### src/design/enc_pkg.sv
`default_nettype none

package enc_pkg;

	// Symbol and codeword widths
	localparam int sym_w = 9;
	localparam int byte_w = 8;
	localparam int code_w = 10;
	localparam int crc_w = 32;

	// Frame layout
	localparam int preamble_len = 4;
	localparam int crc_bytes = 4;

	// Supported control bytes, K flag not included
	localparam logic [byte_w-1:0] k28_0 = 8'h1C;
	localparam logic [byte_w-1:0] k28_1 = 8'h3C;
	localparam logic [byte_w-1:0] k28_2 = 8'h5C;
	localparam logic [byte_w-1:0] k28_3 = 8'h7C;
	localparam logic [byte_w-1:0] k28_4 = 8'h9C;
	localparam logic [byte_w-1:0] k28_5 = 8'hBC;
	localparam logic [byte_w-1:0] k28_6 = 8'hDC;
	localparam logic [byte_w-1:0] k28_7 = 8'hFC;
	localparam logic [byte_w-1:0] k23_7 = 8'hF7;
	localparam logic [byte_w-1:0] k27_7 = 8'hFB;
	localparam logic [byte_w-1:0] k29_7 = 8'hFD;
	localparam logic [byte_w-1:0] k30_7 = 8'hFE;

	// Framing symbols with the K flag in bit 8
	localparam logic [sym_w-1:0] sym_k28_1 = {1'b1, k28_1};
	localparam logic [sym_w-1:0] sym_k23_7 = {1'b1, k23_7};
	localparam logic [sym_w-1:0] sym_k28_5 = {1'b1, k28_5};

	// Reflected CRC-32, all-ones seed
	localparam logic [crc_w-1:0] crc_poly_rev = 32'hEDB88320;
	localparam logic [crc_w-1:0] crc_init = 32'hFFFFFFFF;

	// Frame sequencer states
	typedef enum logic [2:0] {
		idle,
		preamble,
		data,
		trailer,
		close
	} frame_state_t;

endpackage

`default_nettype wire

### src/design/crc32_accum.sv
`timescale 1ns/1ps
`default_nettype none

module crc32_accum (
	input wire clk,
	input wire reset,
	input wire crc_clear,
	input wire byte_valid,
	input wire [enc_pkg::byte_w-1:0] data_byte,
	output logic [enc_pkg::crc_w-1:0] crc
);

	logic [enc_pkg::crc_w-1:0] rem_q;
	logic [enc_pkg::crc_w-1:0] rem_next;

	// One byte folded in LSB first
	always_comb begin
		rem_next = rem_q ^ {{(enc_pkg::crc_w - enc_pkg::byte_w){1'b0}}, data_byte};
		for (int i = 0; i < enc_pkg::byte_w; i++) begin
			if (rem_next[0]) begin
				rem_next = (rem_next >> 1) ^ enc_pkg::crc_poly_rev;
			end else begin
				rem_next = rem_next >> 1;
			end
		end
	end

	always_ff @(posedge clk) begin
		if (reset) begin
			rem_q <= enc_pkg::crc_init;
		end else if (crc_clear) begin
			rem_q <= enc_pkg::crc_init;
		end else if (byte_valid) begin
			rem_q <= rem_next;
		end
	end

	// Final inversion
	assign crc = ~rem_q;

endmodule

`default_nettype wire

### src/design/enc_8b10b.sv
`timescale 1ns/1ps
`default_nettype none

module enc_8b10b (
	input wire clk,
	input wire reset,
	input wire sym_valid,
	input wire [enc_pkg::sym_w-1:0] sym,
	input wire frame_start,
	output logic code_valid,
	output logic [enc_pkg::code_w-1:0] code,
	output logic start_flag
);

	// 5b/6b for negative RD, bit 0 carries line bit a
	function automatic logic [5:0] d6_neg(input logic [4:0] x);
		case (x)
			5'd0: d6_neg = 6'b111001;
			5'd1: d6_neg = 6'b101110;
			5'd2: d6_neg = 6'b101101;
			5'd3: d6_neg = 6'b100011;
			5'd4: d6_neg = 6'b101011;
			5'd5: d6_neg = 6'b100101;
			5'd6: d6_neg = 6'b100110;
			5'd7: d6_neg = 6'b000111;
			5'd8: d6_neg = 6'b100111;
			5'd9: d6_neg = 6'b101001;
			5'd10: d6_neg = 6'b101010;
			5'd11: d6_neg = 6'b001011;
			5'd12: d6_neg = 6'b101100;
			5'd13: d6_neg = 6'b001101;
			5'd14: d6_neg = 6'b001110;
			5'd15: d6_neg = 6'b111010;
			5'd16: d6_neg = 6'b110110;
			5'd17: d6_neg = 6'b110001;
			5'd18: d6_neg = 6'b110010;
			5'd19: d6_neg = 6'b010011;
			5'd20: d6_neg = 6'b110100;
			5'd21: d6_neg = 6'b010101;
			5'd22: d6_neg = 6'b010110;
			5'd23: d6_neg = 6'b010111;
			5'd24: d6_neg = 6'b110011;
			5'd25: d6_neg = 6'b011001;
			5'd26: d6_neg = 6'b011010;
			5'd27: d6_neg = 6'b011011;
			5'd28: d6_neg = 6'b011100;
			5'd29: d6_neg = 6'b011101;
			5'd30: d6_neg = 6'b011110;
			default: d6_neg = 6'b110101;
		endcase
	endfunction

	// 3b/4b primary forms for negative RD, bit 0 carries line bit f
	function automatic logic [3:0] d4_neg(input logic [2:0] y);
		case (y)
			3'd0: d4_neg = 4'b1101;
			3'd1: d4_neg = 4'b1001;
			3'd2: d4_neg = 4'b1010;
			3'd3: d4_neg = 4'b0011;
			3'd4: d4_neg = 4'b1011;
			3'd5: d4_neg = 4'b0101;
			3'd6: d4_neg = 4'b0110;
			default: d4_neg = 4'b0111;
		endcase
	endfunction

	logic rd;  // 0 means RD-, 1 means RD+
	logic [4:0] x_val;
	logic [2:0] y_val;
	logic [5:0] d6_n;
	logic [5:0] d6;
	logic rd_mid;
	logic alt7;
	logic [3:0] d4_n;
	logic [3:0] d4;
	logic [enc_pkg::code_w-1:0] k_n;
	logic k_ok;
	logic sym_ok;
	logic [enc_pkg::code_w-1:0] code_next;

	assign x_val = sym[4:0];
	assign y_val = sym[7:5];

	// Unbalanced codes and D.7 invert under RD+
	assign d6_n = d6_neg(x_val);
	assign d6 = (rd && ($countones(d6_n) != 3 || x_val == 5'd7)) ? ~d6_n : d6_n;
	assign rd_mid = rd ^ ($countones(d6) != 3);

	// Alternate D.x.7 avoids a run of five
	assign alt7 = (y_val == 3'd7) &&
		((!rd_mid && (x_val == 5'd17 || x_val == 5'd18 || x_val == 5'd20)) ||
		(rd_mid && (x_val == 5'd11 || x_val == 5'd13 || x_val == 5'd14)));
	assign d4_n = alt7 ? 4'b1110 : d4_neg(y_val);
	assign d4 = (rd_mid && (y_val == 3'd0 || y_val == 3'd3 || y_val == 3'd4 ||
		y_val == 3'd7)) ? ~d4_n : d4_n;

	// Control codewords for RD-, RD+ is the full complement
	always_comb begin
		k_ok = 1'b1;
		case (sym[7:0])
			enc_pkg::k28_0: k_n = 10'b0010111100;
			enc_pkg::k28_1: k_n = 10'b1001111100;
			enc_pkg::k28_2: k_n = 10'b1010111100;
			enc_pkg::k28_3: k_n = 10'b1100111100;
			enc_pkg::k28_4: k_n = 10'b0100111100;
			enc_pkg::k28_5: k_n = 10'b0101111100;
			enc_pkg::k28_6: k_n = 10'b0110111100;
			enc_pkg::k28_7: k_n = 10'b0001111100;
			enc_pkg::k23_7: k_n = 10'b0001010111;
			enc_pkg::k27_7: k_n = 10'b0001011011;
			enc_pkg::k29_7: k_n = 10'b0001011101;
			enc_pkg::k30_7: k_n = 10'b0001011110;
			default: begin
				k_n = '0;
				k_ok = 1'b0;
			end
		endcase
	end

	assign sym_ok = !sym[enc_pkg::sym_w-1] || k_ok;
	assign code_next = sym[enc_pkg::sym_w-1] ? (rd ? ~k_n : k_n) : {d4, d6};

	always_ff @(posedge clk) begin
		if (reset) begin
			code_valid <= 1'b0;
			start_flag <= 1'b0;
			rd <= 1'b0;
		end else begin
			code_valid <= sym_valid && sym_ok;
			start_flag <= sym_valid && frame_start;
			// RD flips on any unbalanced codeword
			if (sym_valid && sym_ok) begin
				rd <= rd ^ ($countones(code_next) != 5);
			end
		end
	end

	always_ff @(posedge clk) begin
		if (sym_valid && sym_ok) begin
			code <= code_next;
		end
	end

endmodule

`default_nettype wire

### src/design/frame_sequencer.sv
`timescale 1ns/1ps
`default_nettype none

module frame_sequencer (
	input wire clk,
	input wire reset,
	input wire pushin,
	input wire startin,
	input wire [enc_pkg::sym_w-1:0] datain,
	input wire [enc_pkg::crc_w-1:0] crc,
	output logic crc_clear,
	output logic byte_valid,
	output logic sym_valid,
	output logic [enc_pkg::sym_w-1:0] sym,
	output logic frame_start
);

	enc_pkg::frame_state_t state_q;
	enc_pkg::frame_state_t state_d;

	// Shared by the preamble count and the trailer byte index
	logic [1:0] cnt_q;
	logic [1:0] cnt_d;
	logic [enc_pkg::byte_w-1:0] crc_byte;

	// Trailer goes out lowest byte first
	assign crc_byte = crc[{cnt_q, 3'b000} +: enc_pkg::byte_w];

	always_comb begin
		state_d = state_q;
		cnt_d = cnt_q;
		sym_valid = 1'b0;
		sym = datain;
		frame_start = 1'b0;
		crc_clear = 1'b0;
		byte_valid = 1'b0;
		case (state_q)
			enc_pkg::idle: begin
				if (pushin && startin && datain == enc_pkg::sym_k28_1) begin
					sym_valid = 1'b1;
					frame_start = 1'b1;
					crc_clear = 1'b1;
					cnt_d = '0;
					state_d = enc_pkg::preamble;
				end
			end
			enc_pkg::preamble: begin
				if (pushin) begin
					if (datain == enc_pkg::sym_k28_1) begin
						sym_valid = 1'b1;
						cnt_d = cnt_q + 2'd1;
						// Fourth K28.1 completes the preamble
						if (cnt_q == enc_pkg::preamble_len - 2) begin
							cnt_d = '0;
							state_d = enc_pkg::data;
						end
					end else begin
						// Broken preamble, drop the frame silently
						state_d = enc_pkg::idle;
					end
				end
			end
			enc_pkg::data: begin
				if (pushin) begin
					sym_valid = 1'b1;
					byte_valid = !datain[enc_pkg::sym_w-1];
					if (datain == enc_pkg::sym_k23_7) begin
						cnt_d = '0;
						state_d = enc_pkg::trailer;
					end
				end
			end
			enc_pkg::trailer: begin
				sym_valid = 1'b1;
				sym = {1'b0, crc_byte};
				cnt_d = cnt_q + 2'd1;
				if (cnt_q == enc_pkg::crc_bytes - 1) begin
					cnt_d = '0;
					state_d = enc_pkg::close;
				end
			end
			enc_pkg::close: begin
				sym_valid = 1'b1;
				sym = enc_pkg::sym_k28_5;
				state_d = enc_pkg::idle;
			end
			default: begin
				state_d = enc_pkg::idle;
			end
		endcase
	end

	always_ff @(posedge clk) begin
		if (reset) begin
			state_q <= enc_pkg::idle;
			cnt_q <= '0;
		end else begin
			state_q <= state_d;
			cnt_q <= cnt_d;
		end
	end

endmodule

`default_nettype wire

### src/design/packet_encoder.sv
`timescale 1ns/1ps
`default_nettype none

module packet_encoder (
	input wire clk,
	input wire reset,
	input wire pushin,
	input wire startin,
	input wire [enc_pkg::sym_w-1:0] datain,
	output logic pushout,
	output logic startout,
	output logic [enc_pkg::code_w-1:0] dataout
);

	logic crc_clear;
	logic byte_valid;
	logic [enc_pkg::crc_w-1:0] crc;
	logic sym_valid;
	logic [enc_pkg::sym_w-1:0] sym;
	logic frame_start;

	frame_sequencer u_seq (
		.clk(clk),
		.reset(reset),
		.pushin(pushin),
		.startin(startin),
		.datain(datain),
		.crc(crc),
		.crc_clear(crc_clear),
		.byte_valid(byte_valid),
		.sym_valid(sym_valid),
		.sym(sym),
		.frame_start(frame_start)
	);

	// CRC sees the raw input byte, the sequencer qualifies it
	crc32_accum u_crc (
		.clk(clk),
		.reset(reset),
		.crc_clear(crc_clear),
		.byte_valid(byte_valid),
		.data_byte(datain[enc_pkg::byte_w-1:0]),
		.crc(crc)
	);

	enc_8b10b u_enc (
		.clk(clk),
		.reset(reset),
		.sym_valid(sym_valid),
		.sym(sym),
		.frame_start(frame_start),
		.code_valid(pushout),
		.code(dataout),
		.start_flag(startout)
	);

endmodule

`default_nettype wire

### config.mk
export PLATFORM = sky130hd
export DESIGN_NAME = packet_encoder
export DESIGN_NICKNAME = d
export VERILOG_FILES = /design/src/design/enc_pkg.sv /design/src/design/crc32_accum.sv /design/src/design/enc_8b10b.sv /design/src/design/frame_sequencer.sv /design/src/design/packet_encoder.sv
export SDC_FILE = /design/constraint.sdc
export NUM_CORES = 1
export LEC_CHECK = 0
export ABC_AREA = 1
export BUFFER_PORTS_ARGS = -buffer_cell sky130_fd_sc_hd__buf_2
export CAP_MARGIN = 20
export CORE_ASPECT_RATIO = 1.2
export CORE_MARGIN = 5
export CORE_UTILIZATION = 40
export CTS_BUF_LIST = sky130_fd_sc_hd__clkbuf_4
export DETAILED_ROUTE_END_ITERATION = 7
export HOLD_SLACK_MARGIN = 0.08
export PLACE_DENSITY = 0.59
export SLEW_MARGIN = 0
export SYNTH_ARGS = -nofsm -noshare
export SYNTH_HDL_FRONTEND = slang
export SYNTH_SLANG_ARGS = --single-unit
### constraint.sdc
create_clock -name clk -period 15 [get_ports clk]
set_input_delay 0 -clock clk [delete_from_list [all_inputs] [get_ports clk]]
set_output_delay 0 -clock clk [all_outputs]
set_load 0.05 [all_outputs]
Word level (Yosys, flattened, before mapping) --
Memories as Yosys holds them, arrays and structs flattened. Cells that the tools add are included.
Operators by class: add/subtract/negate cells 20, equality and inequality tests 44, shift-type cells 1, multiplexer cells 41, bitwise gates (word level) 15, reduce and logical (&&, ||, !) cells 30
Operators with widths (count):
- $add 32x32->32 | 8
- $mux 32 | 8
- $pmux 10 s12 | 1
- $not 13->14 | 8
- $eq 8x8->1 const B | 8
- $ne 32x3->1 const B | 2
- $ne 32x4->1 const B | 1
- $not 32->32 | 1
- $shiftx 32x6->8 | 1
- $xor 32x8->32 | 1
- $pmux 4 s7 | 1
- $add 1x1->2 | 11
- $mux 3 | 7
- $mux 10 | 2
- $eq 9x9->1 const B | 2
- $pmux 9 s2 | 1
- $eq 8x7->1 const B | 2
- $eq 3x3->1 const B | 5
- $eq 5x4->1 const B | 3
- $eq 5x5->1 const B | 3
- $mux 2 | 7
- $eq 3x2->1 const B | 4
- $pmux 3 s4 | 1
- $reduce_and 6->1 | 2
- 25 further kinds | 61
Word-level totals: bits in registers 50, bits in read-only memories 192, input bits 13, output and inout port bits 12, logic and storage cells 159, memories 1
Memory list:
- (name not given) | words 32, width 6, rd ports 1, clocked after Yosys merged registers in 0, wr ports 0, line enc_8b10b.sv:17 | case (x)

Logic depth before layout (Yosys ltp) --
An unclocked memory read counts as a cell.
depth after elaboration 30, gate-level depth with buffers 52

Hierarchy --
Synthesis repeated with hierarchy kept, for this count alone.
Second synthesis, totals: cell total of the unflattened synthesis 844, area, all modules 5275.1 sq um
Modules (own cells, without submodules):
- crc32_accum | times used 1, cells an instance 418, area an instance 2451.1 sq um, sequential area each 640.6 sq um
- enc_8b10b | times used 1, cells an instance 277, area an instance 1974.4 sq um, sequential area each 360.3 sq um
- frame_sequencer | times used 1, cells an instance 149, area an instance 849.6 sq um, sequential area each 100.1 sq um

Worst setup path before layout --
Ideal clock, no wire load.
kind flip-flop to flip-flop, start point register u_seq.cnt_q[0], end point register u_enc.rd, library setup time 0.070 ns, data arrival time 7.866 ns, path slack 7.064 ns, cell stages (with the launch flop) 46, buffers on the path 2, cells stage by stage dfxtp_1 > buf_4 > buf_4 > nand2_1 > nand3_1 > nand3_1 > o21ai_4 > inv_1 > ha_1 > inv_1 > nor2_4 > a21oi_1 > nor2_1 > nor2_1 > nand2_1 > inv_1 > ha_1 > fa_1 > (+10 left out) > xor2_1 > nand3b_1 > inv_1 > nand2_1 > nand3_1 > o21ai_0 > ha_1 > inv_1 > fa_1 > fa_1 > fa_1 > fa_1 > inv_1 > nor2_1 > o2111ai_1 > xor2_1 > nand3_1 > a21oi_1
On the way: elaborated cells on any way between the ends 83, classes of those cells 19 x add/sub; 29 x eq/ne; 1 x shift; 9 x mux; 5 x bitwise; 19 x reduce/logical; 1 x memory
RTL lines:
- start, declared | line frame_sequencer.sv:22 | logic [1:0] cnt_q;
- start signal, assigned | line frame_sequencer.sv:99 | cnt_q <= cnt_d;
- $shiftx 32x6->8 * | line frame_sequencer.sv:27 | assign crc_byte = crc[{cnt_q, 3'b000} +: enc_pkg::byte_w];
- $pmux 9 s2 * | line frame_sequencer.sv:37 | case (state_q)
- $mem_v2 32x6
- $add 1x1->2 (not written as such) | line enc_8b10b.sv:86 | assign d6 = (rd && ($countones(d6_n) != 3 || x_val == 5'd7)) ? ~d6_n : d6_n;
- $add 32x32->32 (not written as such) (2 in a row) | line enc_8b10b.sv:86
- $ne 32x3->1 | line enc_8b10b.sv:86
- $logic_or 1x1->1 | line enc_8b10b.sv:86
- $logic_and 1x1->1 | line enc_8b10b.sv:86
- (+11 left out)
- $not 4->4 | line enc_8b10b.sv:95 | y_val == 3'd7)) ? ~d4_n : d4_n;
- $mux 4 | line enc_8b10b.sv:95
- $mux 10 * | line enc_8b10b.sv:121 | assign code_next = sym[enc_pkg::sym_w-1] ? (rd ? ~k_n : k_n) : {d4, d6};
- named net u_enc.code_next (one bit) | line enc_8b10b.sv:79 | logic [enc_pkg::code_w-1:0] code_next;
- $add 1x1->2 (not written as such) * | line enc_8b10b.sv:133 | rd <= rd ^ ($countones(code_next) != 5);
- $add 32x32->32 (not written as such) * | line enc_8b10b.sv:133
- $ne 32x4->1 * | line enc_8b10b.sv:133
- $xor 1x1->1 * | line enc_8b10b.sv:133
- end signal, assigned | line enc_8b10b.sv:133
- end, declared | line enc_8b10b.sv:67 | logic rd;
The timed path passes the listed nets; every way through them passes the cells marked *. A chain may end at the register's enable or synchronous reset.

Final worst setup path --
Same ends and word-level chain as after synthesis.

==> reports/qor.log <==
[run_status] status finished, final reports clean
[worst_setup_path] kind of end point of the critical path flop
[logic_synthesis] share of synthesized registers carrying an async set or reset 0%
[worst_setup_path] critical path fanouts, max 21
[logic_synthesis] dominant synthesized flop cell dfxtp_1
[timing] Final period util 60.3%
[global_routing] aggregate global-route resource usage 17.4%
[worst_hold_path] end point of the most critical hold path u_enc.rd
[die] total I/O pin count 25
[logic_synthesis] post-synth design cell area 4720 um^2
[global_routing] via count of the first global-routing pass 4107
[timing] Final Skew 0.0321 ns
[worst_setup_path] endpoint of the worst-slack reg-to-reg timing path u_enc.rd
[logic_synthesis] top post-synthesis cells by area dfxtp_1 (17%), nand2_1 (12%), xor2_1 (8.3%), nand3_1 (7.0%), edfxtp_1 (6.4%)
[clocking] clock slew at the register clock pins of the worst setup and hold paths 0.16 ns
[logic_synthesis] syn_nets 709
[detailed_routing] overall via count from detail_route 4275
[placement] instance area after placement 4930 um^2
[die] Std-Cell Rows 43
[die] die boundary width 109 um
[pwr] power per cell area 152 nW/um^2
[clocking] CTS tree yes
[logic_synthesis] total of flip-flops plus latches after synthesis 50
[timing] RSZ-0062 raised after global routing false
[finish] number of antenna cells inserted 0
[logic_synthesis] Synth Area per Inst 7.07 um^2
[detailed_routing] antenna viol nets, final 0
[logic_synthesis] post-synth top area share 17.0%
[die] starting utilization of the core area 40.8%
[finish] share of final-layout standard cells stronger than drive strength 1 13.1%
[worst_setup_path] startpoint kind of the worst setup timing path flop
[worst_setup_path] Critical Path Slowest Stage Cell dfxtp_1
[timing] setup total negative slack 0 ns
[detailed_routing] Total Wirelength 12.0 mm
[timing] worst rel slew slack 46.1%
[detailed_routing] number of remaining DRC errors 0
[detailed_routing] number of vias per cell 5.07
[job] count of max-cap constraint violations 0
[worst_setup_path] slowest cell delay on critical path 0.85 ns
[logic_synthesis] sequential element share of the synthesized area 23.3%
[worst_setup_path] classification of the worst setup path reg2reg
[logic_synthesis] synthesized instance count 668
[logic_synthesis] number of synthesized flops with an enable pin 10
[detailed_routing] post-detailed-route wirelength per cell 14.2 um
[worst_hold_path] Hold Startpoint pushin
[placement] Final HPWL DP 9.42 mm
[logic_synthesis] Netlist cell types 51
[timing] shortest period the worst path allows 9.05 ns
[worst_setup_path] required time worst endpoint 15.31 ns
[placement] Routability Congestion 0.909
[timing] number of hold-slack violations in the final timing report 0
[die] height of the die 129 um
[clocking] H-tree levels 2
[logic_synthesis] library cell with the largest summed area after synthesis dfxtp_1
[pwr] total power consumption of the routed design 0.000765 W
[die] total die area 14100 um^2
[finish] Area growth, synth to finish 6.84%
[finish] number of nets in the layout 727
[clocking] buffers from clock root to sink, at most 2
[global_routing] overall overflow remaining after global route 0
[detailed_routing] DRC marker count from the first detailed-route iteration 200
[clocking] number of buffers added by the clock tree synthesis step 5
[worst_hold_path] Worst Hold Depth 5
[timing] maximum clock rate 0.111 GHz
[clocking] cell chosen for the clock root clkbuf_4
[worst_setup_path] arrival time of the worst setup path 9.35 ns
[timing] max-slew violation count 0
[logic_synthesis] number of warnings printed during yosys synthesis 0
[global_routing] number of antenna violations at the first check in global routing 0
[worst_setup_path] R2R cell count 44
[clocking] quantity of gates resized following cts 0
[global_routing] maximum number of pins on one net before global-route repair 37
[worst_hold_path] classification of the worst-slack hold path in2reg
[finish] final design instance area without fill 5040 um^2
[worst_setup_path] reg-to-reg critical path startpoint u_seq.cnt_q[0]
[placement] total of buffers placed on input and output ports 24
[global_routing] first-pass GRT wire length 19.7 mm
[clocking] clock latency on the worst-skew pair 0.39 ns
[die] Core ar. 11600 um^2
[timing] total setup violations reported at the end of the flow 0
[pwr] leakage power 2.49 nW
[pwr] peak supply drop 0.108 mV
[clocking] count of clock tree sinks 50
[timing] slew at the pin closest to its max-slew limit 0.808 ns
[detailed_routing] Initial DRT Pass Iterations 5
[worst_setup_path] Reg2Reg Setup Slack 5.95 ns
-- critical path, delay by kind of cell (launching register included) --
kind,cells,cell delay (ns)
adders and majority gates,11,4.16
and+or+nand+nor,16,1.75
AOI/OAI and AO/OA,7,1.07
DFF,1,0.85
buffers and inverters,8,0.78
xor gates and xnor gates,2,0.36
-- worst max-delay path by stage --
stage,from,endpoint,slack (ns)
2_1_floorplan,u_seq.cnt_q[0],u_enc.rd,7.06
3_3_place_gp,u_seq.cnt_q[0],u_enc.rd,6.26
3_5_place_dp,u_seq.cnt_q[0],u_enc.rd,6.02
4_1_cts,u_seq.cnt_q[0],u_enc.rd,5.94
5_1_grt,u_seq.cnt_q[0],u_enc.rd,5.15
6_report,u_seq.cnt_q[0],u_enc.rd,5.95
-- layer usage --
layer | wire length (um) | vias up | global-route usage, %
li1 | - | 2211 | -
met1 | 5080 | 1962 | 21.0
met2 | 6270 | 78 | 32.4
met3 | 395 | 24 | 2.24
met4 | 229 | 0 | 4.55
met5 | 0 | - | 0
-- stage by stage --
stage / hold slack, ns / setup WS [ns] / utilization [%] / std cells
3_3_place_gp: 0.229 / 6.26 / 42.7 / 833
6_report: 0.0962 / 5.95 / 43.6 / 844
5_1_grt: 0.117 / 5.15 / 43.6 / 844
4_1_cts: 0.0872 / 5.94 / 43.6 / 844
3_5_place_dp: 0.228 / 6.02 / 42.7 / 833
2_1_floorplan: 0.0691 / 7.06 / - / 668
-- registers in the layout, indices dropped and copies added, names as in the netlist --
| signal | count |
|---|---|
| u_seq.state_q | 3 |
| u_enc.code | 10 |
| u_enc.start_flag | 1 |
| u_enc.code_valid | 1 |
| u_seq.cnt_q | 2 |
| u_enc.rd | 1 |
| u_crc.rem_q | 32 |
-- cell usage after synthesis, types with 8 or more instances --
cell and number:
nand3_1 66, xor2_1 45, a21oi_1 36, inv_1 79, dfxtp_1 40, nor2_1 40
edfxtp_1 10, ha_1 19, inv_2 10, o21ai_1 9, o21ai_0 34, xnor2_1 12
nand2_1 152, o211ai_1 21, clkbuf_1 8, nand2_4 10, fa_1 9
-- cells by family after synthesis --
group / count (synthesis) / synth area share, %
AO/OA/AOI/OAI: 117 / 15.1
XOR/XNOR: 60 / 11.6
adder cells (fa/ha/maj): 28 / 8.85
buffers and inverters: 111 / 10.4
flip-flops: 50 / 23.3
AND/OR/NAND/NOR: 302 / 30.7
-- power by group --
group,internal [W],switching [W],total (W)
sequential,0.000156,0.0000214,0.000177
combinational,0.000195,0.000308,0.000503
clock,0.0000373,0.0000478,0.0000851
total,0.000388,0.000377,0.000765
-- cell usage in the layout (no fill, tap or decap), drive strengths merged --
master,count
a211o,1
a21oi,37
a22oi,2
a31oi,2
and2,1
and3,1
buf,25
bufinv,1
clkbuf,6
clkinv,1
dfxtp,40
dlygate4sd3,3
edfxtp,10
fa,9
ha,19
inv,94
nand2,168
nand3,70
nand3b,1
nand4,6
nor2,45
nor3,6
nor4,1
o2111ai,1
o211ai,21
o21ai,50
o221ai,2
o22ai,1
or2,3
xnor2,13
xor2,47
-- what timing repair did --
action / 4_1_cts / 5_1_grt
setup buffers: 0 / 0
hold endpoints to repair: 8 / 0
hold buffers: 3 / 0
-- area by class of cell --
| class | count | area [um^2] |
|---|---|---|
| clock inverters | 2 | 36.3 |
| inverters | 94 | 380 |
| multi-input cells | 507 | 3130 |
| fillers | 1226 | 6520 |
| clock buffers | 6 | 45.0 |
| well taps | 157 | 196 |
| flip-flops and latches | 50 | 1100 |
| repair buffers | 28 | 158 |
Note: power is estimated with default switching activity, not from simulation.
